$ cat config.mk
export PLATFORM = sky130hd
export DESIGN_NAME = sp_bridge_ctrl
export DESIGN_NICKNAME = d
export VERILOG_FILES = /design/src/source/sp_consts.svh /design/src/source/sp_narrow_pkg.sv /design/src/source/sp_bridge_ctrl.sv
export SDC_FILE = /design/constraint.sdc
export NUM_CORES = 1
export LEC_CHECK = 0
export BUFFER_PORTS_ARGS = -buffer_cell sky130_fd_sc_hd__buf_4
export CAP_MARGIN = 20
export CORE_AREA = 2 2 39 41
export DETAILED_ROUTE_END_ITERATION = 6
export DIE_AREA = 0 0 41 43
export GPL_ROUTABILITY_DRIVEN = 0
export PLACE_DENSITY = 0.4
export RECOVER_POWER = 100
export SLEW_MARGIN = 20
export SYNTH_ARGS = -nofsm -noshare
export SYNTH_HDL_FRONTEND = slang
export SYNTH_SLANG_ARGS = --single-unit
$ cat constraint.sdc
create_clock -name clk -period 1.36 [get_ports clk]
set_clock_uncertainty 0.05 [all_clocks]
set_input_delay 0.068 -clock clk [delete_from_list [all_inputs] [get_ports clk]]
set_output_delay 0.068 -clock clk [all_outputs]
set_load 0.1 [all_outputs]
$ cat src/source/sp_consts.svh
`ifndef SP_CONSTS_SVH
`define SP_CONSTS_SVH

`default_nettype none

// ------------------------------------------------------------
// address map
// ------------------------------------------------------------
`define SP_REGION_NARROW 8'h80   // top byte of the narrow bus window
`define SP_REGION_REGS   8'hFF   // top byte of the register block

// local RAM geometry
`define SP_RAM_WORDS 256
`define SP_RAM_AW    8

// register block word offsets
`define SP_REG_CTRL    0
`define SP_REG_SCRATCH 1
`define SP_REG_NCOUNT  2

`default_nettype wire

`endif

$ cat src/source/sp_narrow_pkg.sv
`default_nettype none

package sp_narrow_pkg;

   typedef logic [7:0]  nbyte_t;
   typedef logic [23:0] nadr_t;   // word address bits 23:2, then lane
   typedef logic [1:0]  lane_t;   // lane 0 is the most significant byte

   typedef struct packed {
      logic   cyc;
      logic   stb;
      logic   we;
      logic   sel;
      nadr_t  adr;
      nbyte_t wdata;
   } narrow_req_t;

   typedef enum logic [1:0] {
      IDLE,
      XFER,
      DONE
   } bridge_state_t;

endpackage

`default_nettype wire

$ cat src/source/sp_bridge_ctrl.sv
`timescale 1ns/1ns
`default_nettype none

module sp_bridge_ctrl (
   input  wire logic clk,
   input  wire logic rst_i,
   input  wire logic start_i,
   input  wire logic narrow_ack_i,
   input  wire logic last_lane_i,
   output logic      lane_adv_o,
   output logic      lane_clr_o,
   output logic      narrow_active_o,
   output logic      host_ack_o,
   output logic      done_o
);

   sp_narrow_pkg::bridge_state_t state_q;
   sp_narrow_pkg::bridge_state_t state_d;

   always_ff @(posedge clk) begin
      if (rst_i) begin
         state_q <= sp_narrow_pkg::IDLE;
      end else begin
         state_q <= state_d;
      end
   end

   // ------------------------------------------------------------
   // next state and outputs
   // ------------------------------------------------------------
   always_comb begin
      state_d         = state_q;
      lane_adv_o      = 1'b0;
      lane_clr_o      = 1'b0;
      narrow_active_o = 1'b0;
      host_ack_o      = 1'b0;
      done_o          = 1'b0;
      case (state_q)
         sp_narrow_pkg::IDLE: begin
            if (start_i) begin
               state_d = sp_narrow_pkg::XFER;
            end
         end
         sp_narrow_pkg::XFER: begin
            narrow_active_o = 1'b1;
            if (!start_i) begin
               state_d    = sp_narrow_pkg::IDLE;   // host abandoned the word
               lane_clr_o = 1'b1;
            end else if (narrow_ack_i) begin
               lane_adv_o = 1'b1;
               if (last_lane_i) begin
                  state_d = sp_narrow_pkg::DONE;
               end
            end
         end
         sp_narrow_pkg::DONE: begin
            host_ack_o = 1'b1;
            done_o     = 1'b1;
            lane_clr_o = 1'b1;
            state_d    = sp_narrow_pkg::IDLE;
         end
         default: begin
            state_d = sp_narrow_pkg::IDLE;
         end
      endcase
   end

endmodule

`default_nettype wire

==> results <==
- The run finished, with violations left.
- The final reports fail on setup timing.
- The first routing iteration left 0 violations.
- The sum of net half-perimeters after detailed placement is about 540 um.
- The critical path contains buffers and inverters numbering 3 combined.
- Of the available clock period, the critical path in the final layout requires 102%.
- The number of different library cells used by synthesis comes to 17.
- The worst slew margin relative to its limit is 82.6%.
- The total number of placement rows is 14.
- For the worst-skew pair, the clock arrives at the later sink with an insertion delay of approximately 220 ps.
- STA classifies the critical path endpoint as an output pin.
- In this run the static leakage power is between 0.2 and 0.25 nW.
- The count of final max-slew check failures is 0.
- Overall power consumption after layout is estimated at 0.792 mW.
- The post-synthesis sequential element count is 2.
- Internal power comes to 0.432 mW.
- A synthesized cell averages 8.71 sq um.
- Global routing consumed, over all layers together, just under 10% of the routing resources.
- The finished cells cover 536 sq um.
- The startpoint kind of the worst setup timing path is a flip-flop.
- The total number of clock tree sinks is 2.
- VDD sags by at most 0.000669 V.
- For the pin with the worst max-slew slack, the measured transition is 257 ps.
- The pin count of the biggest net entering global routing is 8.
- The count of inserted antenna diode cells is 0.
- Power spread over the standard cell area amounts to 1480 nW/um^2.
- The synthesized design spends more area on one cell type than any other, namely ha_1.
- For this run, the slowest stage of the critical path takes between 300 and 400 ps.
- The die area is between 1500 and 2000 sq um.
- Compared with the post-synthesis result, the final layout area differs by 128%.
- The time the worst path needs with I/O delays and setup is 1390 ps.
- The first global-routing pass estimated 1.12 mm of wire.
- The clock power share is between 15 and 20%.
- After the last flow step, the layout net total stands at 58.
- CTS built an H-tree with a depth of 1.
- The total via count in the routed design is 267.
- The most common cell after layout, fill and taps aside is buf_4.
- The height of the die is 43 um.
- The library cells used most frequently in the layout, excluding fill and tap cells, are buf_4, ha_4, clkbuf_4, buf_6.
- Net switching is 45.5% of the power.
- Sequential elements use 17.0% of the synthesized area.
- Counting every net in the synthesized netlist gives 37.
- Wires add up to 675 um.
- Along the worst path, the maximum fanout reaches 5.
- The post-detailed-route count of antenna-violating nets is 0.
- The TritonCTS clock tree is yes.
- The required time of the critical path is 1240 ps.
- Setup violations remaining at the end of the flow were counted as 2.
- The number of vias per cell after detailed routing is 4.31.
- In the final routed layout, each cell accounts on average for roughly 11 um.
- The clock-pin slew on the worst setup and hold paths is 30 ps.
- The proportion of power drawn by flip-flops and latches is 13.7%.
- Counting along the longest clock path gives a buffer depth of 2.
- TritonCTS created 3 clock buffers.
- The family of cells with the greatest summed delay on the critical path is flip-flops.
- The analysis attributes to net switching a power of ~0.36 mW.
- The cell count after synthesis came out at 27.
- The type of the tightest min-delay check is primary input to flip-flop.
- After floorplanning, the core was sized to cover 1380 sq um.
- The hold violation total from the final report was 0.
- The number of global-route vias before repair is 286.
- Once layout is complete, the utilization of the core stands at 38.7%.
- The highest clock rate is 721 MHz.
- Data on the critical path arrives at its endpoint at around 1300 ps.
- Port buffering added 9 buffers.
- The worst hold margin is ~110 ps.
- For this run, design rule violations remaining after detail routing come to 0.
- The register with the most flip-flops in the layout has 2 of them.
- The post-route netlist has 76.1% of its cells at a drive strength greater than 1.
- For this run, the detailed router's first-pass iteration total came to 1.
- The mapped cell area is between 200 and 250 sq um.
- Max-cap violations in this run came to 0.
- In this run the biggest area consumer among cell types represents 26.6% of the synthesized area.
- The largest registers in the layout are state_q x2.
- By area the synthesized netlist is led by ha_1, dfxtp_1, inv_1, nor2b_4, nor2b_1.
- The initial antenna violation count came to 0.
- The critical path goes through inv_4 -> buf_6 -> ha_4 -> a21oi_4 -> nor2b_4 -> buf_12.
- The least setup slack across all paths after layout is -27.2 ps.
- The instance area at placement is 398 sq um.
- The cell sitting at the root of the clock tree is a clkbuf_4.
- In this run the count of I/O pins placed on the die edge is 10.
- On the critical path, the stage with the largest delay is an instance of dfxtp_4.
- The aggregate global routing overflow is 0.
- The share of total power dissipated in combinational logic is 70.0%.
- Measured along the x axis, the die boundary spans between 40 and 50 um.
- Once the floorplan was initialized, standard cells occupied 17.0% of the core.
- The register with the most flip-flops is state_q.
- The setup path with the least slack is of type flip-flop to output pin.
- Setup repair after global routing could not meet its margin everywhere.
- The number of warnings issued by yosys is 0.
-- worst register-to-register path: cells and delay by family, from the launching register on --
| family | cells | cell delay, ps |
|---|---|---|
| fa+ha+maj | 1 | 160 |
| simple gates | 3 | 710 |
| buf+inv | 1 | 60 |
| flops | 1 | 340 |
-- timing repair --
| action | in CTS | in global routing |
|---|---|---|
| endpoints found under the setup margin | 6 | 4 |
| hold endpoints to repair | 1 | 0 |
| pin swaps | 3 | 3 |
| resized for setup | 15 | 7 |
| hold buffers | 1 | 0 |
| gates cloned | 0 | 0 |
| buffers inserted | 1 | 0 |
-- path summary, 6_finish.rpt --
path | start | end | slack, ps | cells past startpoint
max | state_q[0] | lane_clr_o | -30 | 6
min | last_lane_i | state_q[1] | 110 | 3
max reg2reg | state_q[1] | state_q[0] | -20 | 5
min reg2reg | state_q[0] | state_q[0] | 560 | 2
-- area by class of cell --
class	count	area, sq um
repair buffers	17	166
well taps	16	20.0
multi-input cells	20	262
flip-flops and latches	2	45.0
fillers	147	848
clock buffers	3	22.5
inverters	4	20.0
-- logic make-up after synthesis --
kind of cell | share of synthesized area [%]
compound gates | 15.4
fa+ha+maj | 26.6
buf+inv | 9.57
flops | 17.0
simple gates | 31.4
-- power groups by stage --
stage,Sequential (mW),Clock [mW],Combinational [mW]
3_5_place_dp,0.0949,0,0.448
3_3_place_gp,0.0945,0,0.449
5_1_grt,0.112,0.149,0.592
6_report,0.109,0.129,0.554
2_1_floorplan,0.0933,0,0.325
4_1_cts,0.104,0.138,0.518
-- cells in the mapped netlist --
library cell  n
ha_1          5
inv_1         4
a21oi_1       2
dfxtp_1       2
nor2b_1       2
a41oi_1       1
and3_2        1
buf_4         1
nand2_1       1
nand3_1       1
nand4b_1      1
nor2b_4       1
nor4b_1       1
o2111ai_1     1
o311ai_1      1
or2_2         1
or4_1         1
-- per-stage QoR --
stage | TNS (ps) | setup WS, ps | cells
finish | -52.0 | -27.2 | 62
floorplan | -387 | -146 | 27
global route | -206 | -82.9 | 62
detailed placement | -113 | -61.5 | 57
global placement | -104 | -59.8 | 57
CTS | -54.1 | -28.1 | 62
-- per-layer routing --
| metal | GRT usage (%) | vias to the layer above | part of all wire (%) | wire, um |
|---|---|---|---|---|
| li1 | - | 135 | - | - |
| met1 | 9.55 | 127 | 37 | 249 |
| met2 | 16.3 | 5 | 58 | 394 |
| met3 | 1.57 | 0 | 4.6 | 31 |
| met4 | 8.00 | 0 | 0 | 0 |
| met5 | 0 | - | 0 | 0 |
No activity file was read; power rests on OpenSTA's default activity.
