===== src/source/sp_consts.svh =====
`ifndef SP_CONSTS_SVH
`define SP_CONSTS_SVH

`default_nettype none

// ------------------------------------------------------------
// address map
// ------------------------------------------------------------
`define SP_REGION_NARROW 8'h80   // top byte of the narrow bus window
`define SP_REGION_REGS   8'hFF   // top byte of the register block

// local RAM geometry
`define SP_RAM_WORDS 256
`define SP_RAM_AW    8

// register block word offsets
`define SP_REG_CTRL    0
`define SP_REG_SCRATCH 1
`define SP_REG_NCOUNT  2

`default_nettype wire

`endif


===== src/source/sp_host_pkg.sv =====
`default_nettype none

package sp_host_pkg;

   typedef logic [31:0] addr_t;   // byte address
   typedef logic [31:0] word_t;
   typedef logic [3:0]  sel_t;    // bit 3 enables bits 31:24

   // ------------------------------------------------------------
   // host port, request held until ack
   // ------------------------------------------------------------
   typedef struct packed {
      logic  cyc;
      logic  stb;
      logic  we;
      sel_t  sel;
      addr_t adr;
      word_t wdata;
   } host_req_t;

   typedef struct packed {
      logic  ack;
      word_t rdata;   // valid in the ack cycle
   } host_rsp_t;

   typedef enum logic [1:0] {
      RAM,
      NARROW,
      REGS,
      NONE
   } region_t;

endpackage

`default_nettype wire


===== src/source/sp_regs.sv =====
`timescale 1ns/1ns
`include "sp_consts.svh"
`default_nettype none

module sp_regs (
   input  wire logic                   clk,
   input  wire logic                   rst_i,
   input  wire logic                   stb_i,
   input  wire sp_host_pkg::host_req_t req_i,
   input  wire logic                   narrow_done_i,
   output sp_host_pkg::host_rsp_t      rsp_o,
   output logic                        led_green_o,
   output logic                        led_red_o,
   output logic [4:0]                  sw_reset_o
);

   logic [6:0]         ctrl_q;   // sw_reset, red, green
   sp_host_pkg::word_t scratch_q;
   sp_host_pkg::word_t ncount_q;
   sp_host_pkg::word_t rdata_q;
   logic               ack_q;
   logic               access;
   logic [21:0]        offset;

   assign offset = req_i.adr[23:2];
   assign access = stb_i & ~ack_q;

   always_ff @(posedge clk) begin
      if (rst_i) begin
         ack_q     <= 1'b0;
         ctrl_q    <= '0;
         scratch_q <= '0;
      end else begin
         ack_q <= access;
         if (access && req_i.we) begin
            if (offset == 22'(`SP_REG_CTRL) && req_i.sel[0]) begin
               ctrl_q <= req_i.wdata[6:0];
            end
            if (offset == 22'(`SP_REG_SCRATCH)) begin
               for (int b = 0; b < 4; b++) begin
                  if (req_i.sel[b]) begin
                     scratch_q[8*b +: 8] <= req_i.wdata[8*b +: 8];
                  end
               end
            end
         end
      end
   end

   // completed narrow words
   always_ff @(posedge clk) begin
      if (rst_i) begin
         ncount_q <= '0;
      end else if (narrow_done_i) begin
         ncount_q <= ncount_q + 32'd1;
      end
   end

   always_ff @(posedge clk) begin
      if (access) begin
         if (offset == 22'(`SP_REG_CTRL)) begin
            rdata_q <= {25'd0, ctrl_q};
         end else if (offset == 22'(`SP_REG_SCRATCH)) begin
            rdata_q <= scratch_q;
         end else if (offset == 22'(`SP_REG_NCOUNT)) begin
            rdata_q <= ncount_q;
         end else begin
            rdata_q <= '0;
         end
      end
   end

   assign rsp_o       = '{ack: ack_q, rdata: rdata_q};
   assign led_green_o = ctrl_q[0];
   assign led_red_o   = ctrl_q[1];
   assign sw_reset_o  = ctrl_q[6:2];

endmodule

`default_nettype wire


===== config.mk =====
export PLATFORM = sky130hd
export DESIGN_NAME = sp_regs
export DESIGN_NICKNAME = d
export VERILOG_FILES = /design/src/source/sp_host_pkg.sv /design/src/source/sp_regs.sv
export VERILOG_INCLUDE_DIRS = /design/src /design/src/source
export SDC_FILE = /design/constraint.sdc
export NUM_CORES = 1
export LEC_CHECK = 0
export BUFFER_PORTS_ARGS = -buffer_cell sky130_fd_sc_hd__buf_2
export CAP_MARGIN = 15
export CORE_MARGIN = 2
export CORE_UTILIZATION = 35
export CTS_BUF_LIST = sky130_fd_sc_hd__clkbuf_4
export DETAILED_ROUTE_END_ITERATION = 8
export GPL_ROUTABILITY_DRIVEN = 0
export MAX_ROUTING_LAYER = met4
export SYNTH_ARGS = -nofsm -noshare
export SYNTH_HDL_FRONTEND = slang
export SYNTH_SLANG_ARGS = --single-unit

===== constraint.sdc =====
create_clock -name clk -period 2.5 [get_ports clk]
set_input_delay 0.125 -clock clk [delete_from_list [all_inputs] [get_ports clk]]
set_output_delay 0.125 -clock clk [all_outputs]
set_load 0.1 [all_outputs]

==> results by group <==
Pwr
  – Max IR drop VDD: approximately 230 uV
  – LEAKAGE: 2.005 nW
  – Overall power: 3.041 mW
  – Pwr/cell area: 518.3 nW/um^2

Clock tree
  – CTS Buf Count: 9
  – Num Clock Sinks: 104
  – Cts repair resizes: 0
  – TritonCTS clock tree: done
  – CTS clk-pin slew, worst paths: approximately 0.15 ns
  – Bufs on Longest Clock Path: 2
  – CTS root buffer: clkbuf_4
  – H-Tree Depth: 3
  – Clock Latency Late Sink: ~0.46 ns

Place
  – Pre-CTS setup slack: approximately 0.28 ns
  – HPWL after DPL: 8.520 mm
  – Port bufs: a little over 100

Routing
  – Total Wirelength: roughly 12 mm
  – Number of routed nets with antenna violations: 0
  – Drt first pass iters: 5
  – Via count: between 4k and 5k
  – DR vias/cell: between 5 and 6
  – Remaining DRCs: 0
  – Iteration-0 DRC Markers: about 260
  – Avg WL per Cell: approximately 15 um

Layout
  – Share of layout cells above drive strength 1: 23.89%
  – Leading cell type in the layout, fill and taps excluded: buf_2
  – Nets: ~700
  – Synthesis-to-layout area growth: 24.54%
  – # fillers: 1,313
  – Multi-input gate area: between 2000 and 2500 um^2
  – Most frequent cells in the layout: buf_2 (102), dfxtp_1 (72), a21oi_1 (64)
  – Reg area: about 2400 um^2

Yosys
  – Syn. warnings: 0
  – Post-synthesis instance area: 4712 um^2
  – Post-synthesis cell count: roughly 510
  – Area leader, netlist: dfxtp_1
  – Async SR Flop Fraction: 0%
  – Net Count, Synth: ~580
  – Seq/Total Area, Yosys: between 50% and 60%
  – Unique masters post-synth: 42
  – Post-synth top area share: between 30% and 40%
  – Dominant synthesized flop cell: dfxtp_1
  – EDFF count, synth: 32
  – Syn_area_per_cell: a little over 9 um^2
  – Post-synthesis register bit count: roughly 100
  – Dominant cells by area after synthesis: dfxtp_1 (31%), edfxtp_1 (20%), a21oi_1 (6.8%), nand3_1 (5.0%), o21ai_0 (4.2%)

Floorplanning
  – Height of the chip: around 120 um
  – Full die area: 14,410 um^2
  – Placeable Area: about 13,000 um^2
  – Total I/O pin count: approximately 120
  – Chip width: between 100 and 150 um
  – Row count: 42
  – Initial Util: 35.72%

Critical path
  – Slowest cell on the critical path: or4_1
  – Crit path kind: flip-flop to flip-flop
  – CP max FO: 11
  – WP data arrival: about 2.7 ns
  – CP startpoint kind: flip-flop
  – Critical path cell sequence: nand4_4 > or4_1 > buf_4 > or4_1 > a21oi_1
  – Worst reg2reg path depth: 5
  – CP most frequent cell: or4_1
  – Critical Path Max Stage Delay: ~0.74 ns
  – Crit path capture type: flip-flop
  – WP data required: ~2.9 ns

Timing
  – Tcrit/Tclk final: between 90% and 100%
  – Pin slew with the least headroom to its limit: 0.7481 ns
  – RSZ-0062 raised after global routing: no
  – Fmax: ~0.44 GHz
  – Setup ws final: between 0.2 and 0.25 ns
  – Hold Vio Cnt, Final: 0
  – Setup violators final: 0
  – Rel. slew slack: around half
  – Slew Limit Fails: 0
  – Clock Skews: between 0.01 and 0.015 ns
  – Setup_tns: 0 ns
  – Minimum clock period: 2.284 ns

GRT
  – Vias in the first global route: around 4.1k
  – Initial antenna violation count: 1
  – Largest net degree at the start of global routing: 40
  – GRT Total Usage: 18.30%
  – First-pass GRT wire length: 20.30 mm
  – Grt ovf: 0

Hold path
  – Worst hold path class: input pin to flip-flop
  – Hold Path Cell Cnt: 3

Status
  – Status: complete, no violations

Flow run
  – Maximum Capacitance Violations: 0
==> kinds of logic (layout without fill, tap and decap cells) <==
| group | count (synthesis) | count (layout) | share of synthesized area, % |
|---|---|---|---|
| mux | 11 | 11 | 2.416 |
| xor+xnor | 10 | 10 | 1.859 |
| fa+ha+maj | 1 | 1 | 0.2655 |
| other cells | 0 | 1 | 0 |
| buf+inv | 50 | 171 | 4.461 |
| flops | 104 | 104 | 50.98 |
| compound gates | 146 | 146 | 17.53 |
| simple gates | 185 | 185 | 22.49 |
==> through the flow <==
stage	cells	hold WS (ns)	utilization (%)	cell area, um^2
2_1_floorplan	507	0.2769	-	4712
3_3_place_gp	756	0.3871	41.02	5410
3_5_place_dp	756	0.3872	41.02	5410
4_1_cts	804	0.003668	44.47	5866
5_1_grt	805	0.03520	44.49	5868
6_report	805	0.02404	44.49	5868
==> report_power, final <==
part | total (mW) | internal (mW) | switching, mW
Sequential | 1.77 | 1.76 | 0.0107
Combinational | 0.396 | 0.109 | 0.287
Clock | 0.870 | 0.312 | 0.559
==> cell type report <==
class                   count  area share [%]
flip-flops and latches    104           40.94
inverters                   6          0.3838
clock buffers              10           1.279
well taps                 176           3.753
clock inverters             6           1.023
diodes                      1         0.04264
multi-input cells         353           35.86
repair buffers            149           16.72
==> sequential cells by signal, summed over array words and instances (netlist names) <==
register and count:
rdata_q 32, ctrl_q 7, ncount_q 32, scratch_q 32
ack_q 1
==> cells in the mapped netlist (all sizes together) (9+ instances only) <==
cell type and instances:
o21ai 45, nor2 53, nor4 12, o31ai 10, nand2 16, buf 10
nand4 9, a22oi 25, a21oi 64, or4 21, nand3 47, edfxtp 32
dfxtp 72, clkbuf 34
==> worst max-delay path, delay by kind of cell (launching register included) <==
kind,cells,cell delay [ns]
and+or+nand+nor,3,1.31
DFF,1,0.51
buffers and inverters,1,0.24
AOI/OAI and AO/OA,1,0.15
==> layer usage <==
metal	part of all wire (%)	track usage, %	routed length (um)	up-vias
met5	0	-	0	-
met4	1.6	6.397	200	0
met3	5.3	2.757	654	14
met2	46	29.01	5763	126
met1	47	23.89	5816	2026
li1	-	-	-	2111
==> timing repair <==
item,CTS,global route
setup buffers,0,0
hold buffers,32,0
hold endpoints to repair,39,0
==> final timing paths <==
kind	start	endpoint	slack [ns]
hold / removal	narrow_done_i	ncount_q[0]$_SDFFE_PP0P_	0.02
setup reg to reg	ncount_q[2]$_SDFFE_PP0P_	ncount_q[30]$_SDFFE_PP0P_	0.22
setup / recovery	ncount_q[2]$_SDFFE_PP0P_	ncount_q[30]$_SDFFE_PP0P_	0.22
hold reg to reg	scratch_q[26]$_SDFFE_PP0P_	scratch_q[26]$_SDFFE_PP0P_	0.49
(Power assumes the default switching activity.)
