==> src/source/sp_consts.svh <==
`ifndef SP_CONSTS_SVH
`define SP_CONSTS_SVH

`default_nettype none

// ------------------------------------------------------------
// address map
// ------------------------------------------------------------
`define SP_REGION_NARROW 8'h80   // top byte of the narrow bus window
`define SP_REGION_REGS   8'hFF   // top byte of the register block

// local RAM geometry
`define SP_RAM_WORDS 256
`define SP_RAM_AW    8

// register block word offsets
`define SP_REG_CTRL    0
`define SP_REG_SCRATCH 1
`define SP_REG_NCOUNT  2

`default_nettype wire

`endif

==> src/source/sp_host_pkg.sv <==
`default_nettype none

package sp_host_pkg;

   typedef logic [31:0] addr_t;   // byte address
   typedef logic [31:0] word_t;
   typedef logic [3:0]  sel_t;    // bit 3 enables bits 31:24

   // ------------------------------------------------------------
   // host port, request held until ack
   // ------------------------------------------------------------
   typedef struct packed {
      logic  cyc;
      logic  stb;
      logic  we;
      sel_t  sel;
      addr_t adr;
      word_t wdata;
   } host_req_t;

   typedef struct packed {
      logic  ack;
      word_t rdata;   // valid in the ack cycle
   } host_rsp_t;

   typedef enum logic [1:0] {
      RAM,
      NARROW,
      REGS,
      NONE
   } region_t;

endpackage

`default_nettype wire

==> src/source/sp_region_decode.sv <==
`timescale 1ns/1ns
`include "sp_consts.svh"
`default_nettype none

module sp_region_decode (
   input  wire logic                   clk,
   input  wire logic                   rst_i,
   input  wire sp_host_pkg::host_req_t host_req_i,
   input  wire sp_host_pkg::host_rsp_t ram_rsp_i,
   input  wire sp_host_pkg::host_rsp_t narrow_rsp_i,
   input  wire sp_host_pkg::host_rsp_t regs_rsp_i,
   output sp_host_pkg::host_rsp_t      host_rsp_o,
   output logic                        ram_stb_o,
   output logic                        narrow_stb_o,
   output logic                        regs_stb_o
);

   sp_host_pkg::region_t region;
   logic                 host_stb;
   logic                 none_stb;
   logic                 none_ack_q;

   always_comb begin
      if (!host_req_i.adr[31]) begin
         region = sp_host_pkg::RAM;
      end else if (host_req_i.adr[31:24] == `SP_REGION_NARROW) begin
         region = sp_host_pkg::NARROW;
      end else if (host_req_i.adr[31:24] == `SP_REGION_REGS) begin
         region = sp_host_pkg::REGS;
      end else begin
         region = sp_host_pkg::NONE;
      end
   end

   assign host_stb     = host_req_i.cyc & host_req_i.stb;
   assign ram_stb_o    = host_stb & (region == sp_host_pkg::RAM);
   assign narrow_stb_o = host_stb & (region == sp_host_pkg::NARROW);
   assign regs_stb_o   = host_stb & (region == sp_host_pkg::REGS);
   assign none_stb     = host_stb & (region == sp_host_pkg::NONE);

   // unmapped space answers by itself so the host never stalls
   always_ff @(posedge clk) begin
      if (rst_i) begin
         none_ack_q <= 1'b0;
      end else begin
         none_ack_q <= none_stb & ~none_ack_q;   // one pulse per request
      end
   end

   always_comb begin
      case (region)
         sp_host_pkg::RAM:    host_rsp_o = ram_rsp_i;
         sp_host_pkg::NARROW: host_rsp_o = narrow_rsp_i;
         sp_host_pkg::REGS:   host_rsp_o = regs_rsp_i;
         default:             host_rsp_o = '{ack: none_ack_q, rdata: '0};
      endcase
   end

endmodule

`default_nettype wire

==> config.mk <==
export PLATFORM = sky130hd
export DESIGN_NAME = sp_region_decode
export DESIGN_NICKNAME = d
export VERILOG_FILES = /design/src/source/sp_host_pkg.sv /design/src/source/sp_region_decode.sv
export VERILOG_INCLUDE_DIRS = /design/src /design/src/source
export SDC_FILE = /design/constraint.sdc
export NUM_CORES = 1
export LEC_CHECK = 0
export BUFFER_PORTS_ARGS = -buffer_cell sky130_fd_sc_hd__buf_2
export CORE_AREA = 2 2 81 83
export DETAILED_ROUTE_END_ITERATION = 10
export DIE_AREA = 0 0 83 85
export HOLD_SLACK_MARGIN = 0.1
export PLACE_DENSITY_LB_ADDON = 0.3
export SKIP_LAST_GASP = 1
export SLEW_MARGIN = 20
export SYNTH_ARGS = -nofsm -noshare
export SYNTH_HDL_FRONTEND = slang
export SYNTH_SLANG_ARGS = --single-unit
==> constraint.sdc <==
create_clock -name clk -period 4.1 [get_ports clk]
set_input_delay 0.205 -clock clk [delete_from_list [all_inputs] [get_ports clk]]
set_output_delay 0.205 -clock clk [all_outputs]
set_load 0.05 [all_outputs]
==> metrics.txt <==
# TYPE chip_impl_metric gauge
chip_impl_metric{name="slew-limit-headroom",unit="%"} 53.67
chip_impl_metric{name="globalRoute.totalOverflow",unit=""} 0
chip_impl_metric{name="timing_worst_slew_pin_value",unit="ns"} 0.6927
chip_impl_metric{name="syn-num-nets",unit=""} 269
chip_impl_metric{name="areaGrowthSynthToFinish",unit="%"} 109.4
chip_impl_info{name="critical_path.endpoint_type",value="output pin"} 1
chip_impl_info{name="rsz0062_at_grt",value="false"} 1
chip_impl_info{name="status",value="finished, final reports clean"} 1
chip_impl_metric{name="postCtsSetupBuffers",unit=""} 0
chip_impl_metric{name="timing.final.hold_violations",unit=""} 0
chip_impl_metric{name="detail_route.drc_violations",unit=""} 0
chip_impl_metric{name="fp.dieH",unit="um"} 85
chip_impl_info{name="largest_registers_ranked_by_flip_flop_count",value="none_ack_q (1)"} 1
chip_impl_metric{name="syn_inst",unit=""} 97
chip_impl_metric{name="crit_path_max_fanout",unit=""} 17
chip_impl_metric{name="antenna_found_initial",unit=""} 0
chip_impl_metric{name="post_route_cells_drive_above_1_share",unit="%"} 65.24
chip_impl_metric{name="drt_iter0_markers",unit=""} 146
chip_impl_metric{name="effective_utilization_at_floorplan",unit="%"} 11.13
chip_impl_metric{name="design.portCount",unit=""} 208
chip_impl_metric{name="pwr_density_cell",unit="nW/um^2"} 152.3
chip_impl_metric{name="final-setup-viol-count",unit=""} 0
chip_impl_metric{name="finalNonFillerCells",unit=""} 310
chip_impl_metric{name="drt_pre_antenna_iters",unit=""} 9
chip_impl_metric{name="comb_power_share",unit="%"} 95.3
chip_impl_metric{name="place.gp.congestion",unit=""} 0.7754
chip_impl_metric{name="io_buffers",unit=""} 146
chip_impl_metric{name="detail-route-antenna-nets",unit=""} 0
chip_impl_metric{name="wire_per_inst",unit="um"} 13.63
chip_impl_metric{name="maxSlewViolCount",unit=""} 0
chip_impl_metric{name="grt.total_usage",unit="%"} 11.02
chip_impl_metric{name="finalWorstSetupSlack",unit="ns"} 1.551
chip_impl_metric{name="fillers",unit=""} 719
chip_impl_info{name="top_register",value="none_ack_q"} 1
chip_impl_metric{name="power_switching_share",unit="%"} 60.81
chip_impl_metric{name="hpwl",unit="um"} 3410
chip_impl_info{name="yosys-top-cells-area",value="a222oi_1, nor2_1, buf_6"} 1
chip_impl_metric{name="floorplan.die_area",unit="sq um"} 7055
chip_impl_metric{name="finalSetupTns",unit="ns"} 0
chip_impl_metric{name="period_share",unit="%"} 62.18
chip_impl_metric{name="clkSlewWorstSetupHoldPaths",unit="ns"} 0
chip_impl_metric{name="row_count",unit=""} 29
chip_impl_metric{name="largest_register_ff_count",unit=""} 1
chip_impl_metric{name="cts_hold_repair.buffers",unit=""} 0
chip_impl_metric{name="post_synth_instance_area",unit="sq um"} 690.7
chip_impl_metric{name="die_width",unit="um"} 83
chip_impl_info{name="critical_path_class",value="in -> out"} 1
chip_impl_metric{name="yosys_register_bits",unit=""} 1
chip_impl_metric{name="p_seq_share",unit="%"} 4.7
chip_impl_info{name="worstSetupStartpointType",value="primary input"} 1
chip_impl_metric{name="grt_max_degree",unit=""} 35
chip_impl_metric{name="crit_required",unit="ns"} 3.89
chip_impl_metric{name="core-area",unit="sq um"} 6205
chip_impl_metric{name="vias",unit=""} 1501
chip_impl_metric{name="cells_resized_by_post_cts_repair",unit=""} 0
chip_impl_metric{name="finalNetCount",unit=""} 407
chip_impl_metric{name="synth.yosys.warnings",unit=""} 0
chip_impl_metric{name="wire_length_of_the_first_global_routing_pass",unit="um"} 6699
chip_impl_metric{name="synthesis.area_per_instance",unit="sq um"} 7.120
chip_impl_metric{name="max_freq",unit="GHz"} 0.3922
chip_impl_metric{name="leakage",unit="uW"} 0.0007794
chip_impl_metric{name="synth.lib_cells_used.distinct",unit=""} 22
chip_impl_metric{name="first_global_vias",unit=""} 1417
chip_impl_info{name="synth_area_leader_cell",value="a222oi_1"} 1
chip_impl_metric{name="switchingPower",unit="uW"} 134.0
chip_impl_metric{name="irDropWorstVdd",unit="mV"} 0.08387
chip_impl_info{name="hold_path.class",value="in -> reg"} 1
chip_impl_metric{name="worstSkewPairLatency",unit="ns"} 0
chip_impl_metric{name="p_clk_share",unit="%"} 0
chip_impl_metric{name="dp_worst_setup_slack",unit="ns"} 1.521
chip_impl_metric{name="yosysSeqAreaShare",unit="%"} 2.899
chip_impl_metric{name="synth_top_cell_area_share",unit="%"} 46.38
chip_impl_metric{name="timing.max_cap.violations",unit=""} 0
chip_impl_metric{name="route.detailed.vias_per_inst",unit=""} 4.842
chip_impl_metric{name="totalWireLength",unit="um"} 4224
chip_impl_metric{name="count_of_placed_standard_cells_including_taps",unit=""} 310
chip_impl_metric{name="period_minus_slack",unit="ns"} 2.549
chip_impl_metric{name="fin_util",unit="%"} 23.31
chip_impl_metric{name="fin_worst_skew",unit="ns"} 0
chip_impl_metric{name="antenna_cells_inserted",unit=""} 0
chip_impl_metric{name="worst_hold_slack",unit="ns"} 0.3705
chip_impl_metric{name="worst-endpoint-arrival",unit="ns"} 2.34
chip_impl_metric{name="cell_internal_pwr",unit="uW"} 86.33
## power by group through the flow
stage	combinational, uW	clock (uW)	sequential [uW]
final	210	0	10.3
after global routing	226	0	10.4
after CTS	211	0	10.3
after detailed placement	210	0	10.3
after global placement	209	0	10.3
after floorplan	133	0	10.3
## cell usage in the layout (no fill, tap or decap), drive strengths merged, types with 2 or more instances in the layout
cell type	instances
buf	148
nor2	35
a222oi	32
nand4	2
o21a	2
nor3	2
## metrics by stage
stage	area (sq um)	total power (uW)
final	1446	220.3
after global routing	1446	236.0
after CTS	1446	221.5
after detailed placement	1446	220.8
after global placement	1445	219.3
after floorplan	690.7	143.7
## area by class of cell
cell class / count / area, sq um / area share (%)
Multi-Input combinational cell: 83 / 580.6 / 40.14
Inverter: 1 / 3.754 / 0.2595
Sequential cell: 1 / 20.02 / 1.384
Tap cell: 77 / 96.34 / 6.661
Timing Repair Buffer: 148 / 745.7 / 51.56
## cells in the mapped netlist
cell type,count
nor2_1,35
a222oi_1,32
buf_6,6
buf_2,3
clkbuf_1,3
nand4_1,2
a31oi_1,1
clkinv_1,1
dfxtp_1,1
mux2i_1,1
nand2_1,1
nand3_1,1
nor2b_1,1
nor3_1,1
nor3_2,1
nor4_1,1
nor4b_1,1
o21a_1,1
o21a_4,1
o31ai_1,1
or3_1,1
or4_4,1
## worst paths after layout
check	slack, ns	from	cells after the start	to
max	1.55	host_req_i[61]	7	host_rsp_o[6]
min	0.37	rst_i	2	none_ack_q$_SDFF_PP0_
max reg2reg	3.44	none_ack_q$_SDFF_PP0_	1	none_ack_q$_SDFF_PP0_
min reg2reg	0.42	none_ack_q$_SDFF_PP0_	1	none_ack_q$_SDFF_PP0_
## cell families (layout without fill, tap and decap cells)
logic type	Yosys count	after routing	synth area share, %
buffers and inverters	13	149	14.13
and+or+nand+nor	46	46	29.89
DFF	1	1	2.899
muxes	1	1	1.449
AOI/OAI and AO/OA	36	36	51.63
## metal layers
layer	routed length, um	track usage, %	vias up
met2	1881	19.35	129
met1	1748	15.01	671
met4	0	0	0
met3	594	2.043	0
met5	0	0	-
li1	-	-	701
## critical path, cell delays in order
cell	delay, ns
buf_2	0.11
or4_4	0.57
nor3_4	0.60
buf_4	0.34
a222oi_1	0.09
nor2_1	0.13
buf_2	0.28
Power figures use the tool's default switching activity.
