===== config.mk =====
export PLATFORM = sky130hd
export DESIGN_NAME = sp_byte_shifter
export DESIGN_NICKNAME = d
export VERILOG_FILES = /design/src/source/sp_consts.svh /design/src/source/sp_host_pkg.sv /design/src/source/sp_narrow_pkg.sv /design/src/source/sp_byte_shifter.sv
export SDC_FILE = /design/constraint.sdc
export NUM_CORES = 1
export LEC_CHECK = 0
export BUFFER_PORTS_ARGS = -buffer_cell sky130_fd_sc_hd__buf_2
export CORE_MARGIN = 2
export CORE_UTILIZATION = 45
export CTS_CLUSTER_DIAMETER = 80
export DETAILED_ROUTE_END_ITERATION = 6
export HOLD_SLACK_MARGIN = 0.03
export PLACE_DENSITY_LB_ADDON = 0.12
export SYNTH_ARGS = -nofsm -noshare
export SYNTH_HDL_FRONTEND = slang
export SYNTH_SLANG_ARGS = --single-unit
export TNS_END_PERCENT = 10

===== constraint.sdc =====
create_clock -name clk -period 2.1 [get_ports clk]
set_clock_uncertainty 0.15 [all_clocks]
set_input_delay 0.105 -clock clk [delete_from_list [all_inputs] [get_ports clk]]
set_output_delay 0.105 -clock clk [all_outputs]
set_load 0.01 [all_outputs]

===== src/source/sp_consts.svh =====
`ifndef SP_CONSTS_SVH
`define SP_CONSTS_SVH

`default_nettype none

// ------------------------------------------------------------
// address map
// ------------------------------------------------------------
`define SP_REGION_NARROW 8'h80   // top byte of the narrow bus window
`define SP_REGION_REGS   8'hFF   // top byte of the register block

// local RAM geometry
`define SP_RAM_WORDS 256
`define SP_RAM_AW    8

// register block word offsets
`define SP_REG_CTRL    0
`define SP_REG_SCRATCH 1
`define SP_REG_NCOUNT  2

`default_nettype wire

`endif


===== src/source/sp_host_pkg.sv =====
`default_nettype none

package sp_host_pkg;

   typedef logic [31:0] addr_t;   // byte address
   typedef logic [31:0] word_t;
   typedef logic [3:0]  sel_t;    // bit 3 enables bits 31:24

   // ------------------------------------------------------------
   // host port, request held until ack
   // ------------------------------------------------------------
   typedef struct packed {
      logic  cyc;
      logic  stb;
      logic  we;
      sel_t  sel;
      addr_t adr;
      word_t wdata;
   } host_req_t;

   typedef struct packed {
      logic  ack;
      word_t rdata;   // valid in the ack cycle
   } host_rsp_t;

   typedef enum logic [1:0] {
      RAM,
      NARROW,
      REGS,
      NONE
   } region_t;

endpackage

`default_nettype wire


===== src/source/sp_narrow_pkg.sv =====
`default_nettype none

package sp_narrow_pkg;

   typedef logic [7:0]  nbyte_t;
   typedef logic [23:0] nadr_t;   // word address bits 23:2, then lane
   typedef logic [1:0]  lane_t;   // lane 0 is the most significant byte

   typedef struct packed {
      logic   cyc;
      logic   stb;
      logic   we;
      logic   sel;
      nadr_t  adr;
      nbyte_t wdata;
   } narrow_req_t;

   typedef enum logic [1:0] {
      IDLE,
      XFER,
      DONE
   } bridge_state_t;

endpackage

`default_nettype wire


===== src/source/sp_byte_shifter.sv =====
`timescale 1ns/1ns
`default_nettype none

module sp_byte_shifter (
   input  wire logic                 clk,
   input  wire logic                 rst_i,
   input  wire sp_host_pkg::word_t   wdata_i,
   input  wire sp_narrow_pkg::lane_t lane_i,
   input  wire logic                 capture_i,
   input  wire sp_narrow_pkg::nbyte_t rbyte_i,
   output sp_narrow_pkg::nbyte_t     wbyte_o,
   output sp_host_pkg::word_t        rword_o
);

   sp_host_pkg::word_t shift_q;

   // ------------------------------------------------------------
   // write path, lane 0 carries bits 31:24
   // ------------------------------------------------------------
   always_comb begin
      case (lane_i)
         2'd0:    wbyte_o = wdata_i[31:24];
         2'd1:    wbyte_o = wdata_i[23:16];
         2'd2:    wbyte_o = wdata_i[15:8];
         default: wbyte_o = wdata_i[7:0];
      endcase
   end

   // ------------------------------------------------------------
   // read path
   // ------------------------------------------------------------
   always_ff @(posedge clk) begin
      if (rst_i) begin
         shift_q <= '0;
      end else if (capture_i) begin
         shift_q <= {shift_q[23:0], rbyte_i};   // first byte ends up on top
      end
   end

   assign rword_o = shift_q;

endmodule

`default_nettype wire


==> results of run 1 <==
[stage by stage]
step | total power [mW] | setup slack (ps) | hold slack (ps)
after global routing | 1.34 | 758 | 104
after CTS | 1.31 | 791 | 74.7
final | 1.28 | 813 | 85.8
after detailed placement | 0.836 | 791 | 198
after global placement | 0.830 | 817 | 189
after floorplan | 0.761 | 1080 | 27.4
[kinds of logic after synthesis]
kind of cell | Yosys count | synth area share [%]
buffers and inverters | 9 | 4.99
flip-flops | 32 | 48.3
multiplexers | 40 | 37.7
AND/OR/NAND/NOR | 32 | 9.05
[report_power, final]
| part | switching [mW] | internal [mW] | leakage, nW |
|---|---|---|---|
| combinational | 0.0849 | 0.109 | 0.704 |
| clock | 0.205 | 0.248 | 0.0412 |
| sequential | 0.0126 | 0.625 | 0.260 |
[placed cells by master (no fill, tap or decap)]
master	instances
buf_2	84
mux2i_1	32
nor2_1	32
dfxtp_1	32
mux4_2	8
dlygate4sd3_1	8
clkbuf_4	5
clkinvlp_4	1
bufinv_16	1
clkinv_2	1
buf_4	1
[routing by layer]
layer  track usage [%]  wire length [um]  part of all wire [%]
met4              7.97                48                   1.6
met1              16.3              1100                    37
met2              35.6              1570                    52
met3              5.71               288                   9.6
met5                 0                 0                     0
[final timing paths]
path                    start          end  slack, ps  cells past startpoint
setup / recovery    lane_i[0]   wbyte_o[1]        810                      3
hold / removal          rst_i  rword_o[11]         90                      2
setup reg to reg   rword_o[1]   rword_o[9]       1280                      2
hold reg to reg   rword_o[25]  rword_o[25]        350                      2
[synthesized netlist by cell type (all sizes together)]
| cell | count |
|---|---|
| clkbuf | 4 |
| dfxtp | 32 |
| mux4 | 8 |
| mux2i | 32 |
| nor2 | 32 |
| buf | 5 |
[layout make-up]
type / count / area [um^2]
clock buffer: 5 / 37.5
clock inverter: 3 / 42.5
fill: 214 / 893
multi-input combinational: 72 / 621
sequential: 32 / 641
tap: 31 / 38.8
timing repair buffer: 93 / 508
[what timing repair did]
item	CTS	global route
hold endpoints to repair	8	0
setup endpoints to repair	0	0
buffers inserted	0	0
hold buffers	8	0
==> reports/qor.txt, run 1 <==
Final setup fails - 0
Top delay family on crit path - multiplexers
Syn Area/Cell - 11.7 um^2
Sequential share of the synthesized area - 48.3%
Vias - 1164
Dpl hpwl - 2.23 mm
Layout area overhead - 42.2%
Row count - 19
Ys Warns - 0
Slew Viols, Final - 0
Clock slew at reported path FFs - 100 ps
I/O pin total - 85
Final Cycle Share - 61.3%
Starting Density - 47.7%
Synthesized cell area - 1330 um^2
Routed Antenna Nets - 0
Fin util - 67.9%
Synth Register Bits - 32
Count of cell types in the netlist - 8
Non-Filler Instances - 236
CP Buf/Inv Count - 2
CP startpoint kind - primary input
Fraction of layout cells with a size suffix above 1 - 49.3%
Number of H-tree levels - 2
Largest register FFs - 32
Core ar. - 2780 um^2
Setup TNS - 0 ps
CP most frequent cell - buf_2
Inserted Clock Buffers - 5
Port buffer count - 84
Delay of the slowest critical-path stage - 530 ps
DR WL/cell - 12.7 um
Placed cell count - 220
Die Height - 58.3 um
First-pass GRT wire length - 4.49 mm
Cell Pwr Density - 680 nW/um^2
# DRC - 0
Max rail drop VDD - 759 uV
Slew HR - 62.6%
Via-to-Cell Ratio - 4.93
Placement Cell Area - 1730 um^2
Clock tree sinks - 32
Fmax - 777 MHz
Cells after Synth - 113
Syn Nets - 158
Post-cts sizing count - 0
Total GRT Usage - 18.0%
CTS Buffer Depth - 2
CP Capture Type - output pin
Maxcap violations - 0
RD Place Congestion - 0.751
CP max FO - 8
CP required - 1850 ps
RSZ-0062 raised after global routing - no
Die Area - 3400 um^2
Top cells by area, synth - dfxtp_1, mux2i_1, mux4_2
Worst Path Arrival - 1030 ps
Die W - 58.3 um
Antenna violations before repair - 0
Post-Route WL - 3.00 mm
Congestion Overflow GR - 0
Ant. Diodes - 0
Outcome - finished clean
Initial DRC Count - 19
Vias in the first global route - 1087
Hold Vio Cnt, Final - 0
Later-pin clock latency in the skew report - 330 ps
Setup CP Type - in -> out
Top cell type by total area after synthesis - dfxtp_1
Pre-antenna DRT Iters - 2
Root buffer cell - clkbuf_4
Slowest CP cell - mux4_2
Finished Cell Area - 1890 um^2
Min Clock Period, post-route - 1290 ps
Largest net degree at the start of global routing - 33
Crit path cell chain - buf_2, mux4_2, buf_2
Tightest Hold Check Type - in -> reg
Worst-Margin Slew - 561 ps
Layout net count - 249
Leak pwr - 1.01 nW
CTS tree - done
Post-synth top area share - 48.3%
(Power assumes the default switching activity.)
==> run 2, diff against run 1 <==
- ABC_AREA: default -> 1
- clock period: 2.1 -> 1.3 ns (I/O delays scaled with it)
==> run 2 against run 1 <==
Hold slack better by 180 ps. Highest routed layer unchanged. Largest cell class is now multi-input gates. Largest power group unchanged. Critical path depth up 2. Cell count up 37%. Core utilization down 5.2 points. Count of clock-buffer cells in the layout up 1. Combinational power up 85%. Sequential share of layout area down 3.8 points. Via count up 33%. Synthesized cell count up 65%.
==> reports/qor.txt, run 2 <==
Outcome - finished clean
Cells after Synth - 186
Maxcap violations - 0
Clock slew at reported path FFs - 80 ps
Leak pwr - 0.926 nW
Top delay family on crit path - buffers and inverters
Tightest Hold Check Type - in -> out
Crit path depth - 5
Routed Antenna Nets - 0
I/O pin total - 85
Slew HR - 78.0%
CP required - 1410 ps
CP Buf/Inv Count - 3
DR WL/cell - 11.8 um
Worst Path Arrival - 1280 ps
Slew Viols, Final - 0
Delay of the slowest critical-path stage - 520 ps
Commonest non-fill, non-tap cell in the layout - buf_2
Sw power - 0.539 mW
Layout net count - 322
Post-cts sizing count - 0
Final Cycle Share - 89.8%
Fraction of layout cells with a size suffix above 1 - 56.3%
Inserted Clock Buffers - 5
Ant. Diodes - 0
Row count - 21
CP Capture Type - flop
Prevailing post-synth register cell - dfxtp_1
Number of H-tree levels - 2
Worst-Margin Slew - 330 ps
Cell Pwr Density - 898 nW/um^2
Most frequent cells in the layout - buf_2, nand2_1, dfxtp_1
Vias in the first global route - 1542
Die W - 63.9 um
Layout area overhead - 31.5%
FFs w/ async S/R, synth - 0%
Filler Cell Count - 320
Max rail drop VDD - 347 uV
Clock share of power - 27.3%
Worst Setup SP - capture_i
Setup slack, reg-to-reg - 490 ps
CTS tree - done
CTS Buffer Depth - 2
Synth Register Bits - 32
Die Area - 4090 um^2
Reg2reg start - rword_o[21]
Antenna violations before repair - 0
Cells on worst reg2reg path - 2
Largest register FFs - 32
Pre-antenna DRT Iters - 4
Clock tree sinks - 32
Post-synth top area share - 39.6%
Synthesized cell area - 1620 um^2
Total GRT Usage - 20.3%
Ys Warns - 0
Top-count cell post-synth - nand2_1
# Post-CTS Setup Buffers - 0
CTS hold repair buffers - 10
Post-synth EDFFs - 0
Via-to-Cell Ratio - 4.79
Net Sw Frac - 28.3%
RD Place Congestion - 0.791
Comb power frac - 18.8%
Largest net degree at the start of global routing - 33
Post-Route WL - 3.80 mm
Commonest cells in the synthesized netlist - nand2_1, dfxtp_1, a21oi_2, nand2_2, nand3_1
Top cell type by total area after synthesis - dfxtp_1
Pwr Total - 1.91 mW
Sequential share of the synthesized area - 39.6%
P_int - 1.37 mW
Later-pin clock latency in the skew report - 330 ps
Count of cell types in the netlist - 14
Hold Vio Cnt, Final - 0
Min Clock Period, post-route - 1170 ps
# DRC - 0
Worst Setup EP - rword_o[19]
Root buffer cell - clkbuf_4
Final setup fails - 0
FF-to-FF End - rword_o[29]
Sequential Power Share - 53.9%
Syn Area/Cell - 8.69 um^2
RSZ-0062 raised after global routing - no
Initial DRC Count - 71
Port buffer count - 84
First-pass GRT wire length - 6.47 mm
Setup CP Type - in -> reg
Crit path cell chain - dlygate4sd3_1, buf_2, buf_4, nand2_1, a21oi_2
Fmax - 857 MHz
Dpl hpwl - 2.81 mm
Congestion Overflow GR - 0
Syn Nets - 231
Slowest CP cell - dlygate4sd3_1
Starting Density - 47.7%
Vias - 1548
CP max FO - 18
Setup TNS - 0 ps
Top cells by area, synth - dfxtp_1, a21oi_2, nand2_2
Core ar. - 3390 um^2
CP startpoint kind - primary input
Die Height - 63.9 um
==> run 2: per-layer routing <==
metal / vias to the layer above / routed length [um] / track usage, %
met3: 13 / 281 / 5.11
li1: 800 / - / -
met2: 66 / 1780 / 33.6
met4: 0 / 143 / 12.5
met5: - / 0 / 0
met1: 669 / 1590 / 23.2
==> run 2: how the worst min path moves through the flow <==
stage,slack (ps),to,startpoint,cells after the start
5_1_grt,290,wbyte_o[1],wdata_i[25],4
3_3_place_gp,180,rword_o[0],rbyte_i[0],3
2_1_floorplan,-20,rword_o[27],rst_i,1
6_report,270,wbyte_o[1],wdata_i[25],4
4_1_cts,270,wbyte_o[1],wdata_i[25],4
3_5_place_dp,180,rword_o[7],rbyte_i[7],3
==> run 2: logic make-up (layout without fill, tap and decap cells) <==
logic type      after synthesis  after routing  share of synthesized area (%)
compound gates               32             32                           16.9
simple gates                105            105                           32.6
buf+inv                      17            108                           10.9
flops                        32             32                           39.6
==> run 2: worst min-delay path, delay by kind of cell <==
family | cells | cell delay [ps]
buffers and inverters | 2 | 190
and+or+nand+nor | 2 | 90
==> run 2: layout make-up <==
type                            count  area, um^2  share of cell area (%)
Multi-Input combinational cell    137         800                    37.6
Sequential cell                    32         641                    30.1
Timing Repair Buffer               98         563                    26.5
Tap cell                           46        57.6                    2.71
Clock buffer                        6        41.3                    1.94
Inverter                            3        18.8                   0.883
Clock inverter                      1        5.00                   0.235
==> run 2: power by group through the flow <==
stage	clock network [mW]	registers (mW)	logic [mW]
6_report	0.520	1.03	0.359
3_3_place_gp	0	1.05	0.339
3_5_place_dp	0	1.05	0.339
4_1_cts	0.539	1.03	0.363
2_1_floorplan	0	1.06	0.217
5_1_grt	0.593	1.03	0.397
==> run 2: metrics by stage <==
stage / hold WS [ps] / util, % / area (um^2) / cells / setup slack (ps)
after floorplan: -15.9 / - / 1620 / 186 / 504
after global placement: 181 / 58.4 / 1980 / 306 / 177
after detailed placement: 185 / 58.4 / 1980 / 306 / 174
after CTS: 273 / 62.7 / 2130 / 323 / 138
after global routing: 295 / 62.7 / 2130 / 323 / 33.1
final: 269 / 62.7 / 2130 / 323 / 133
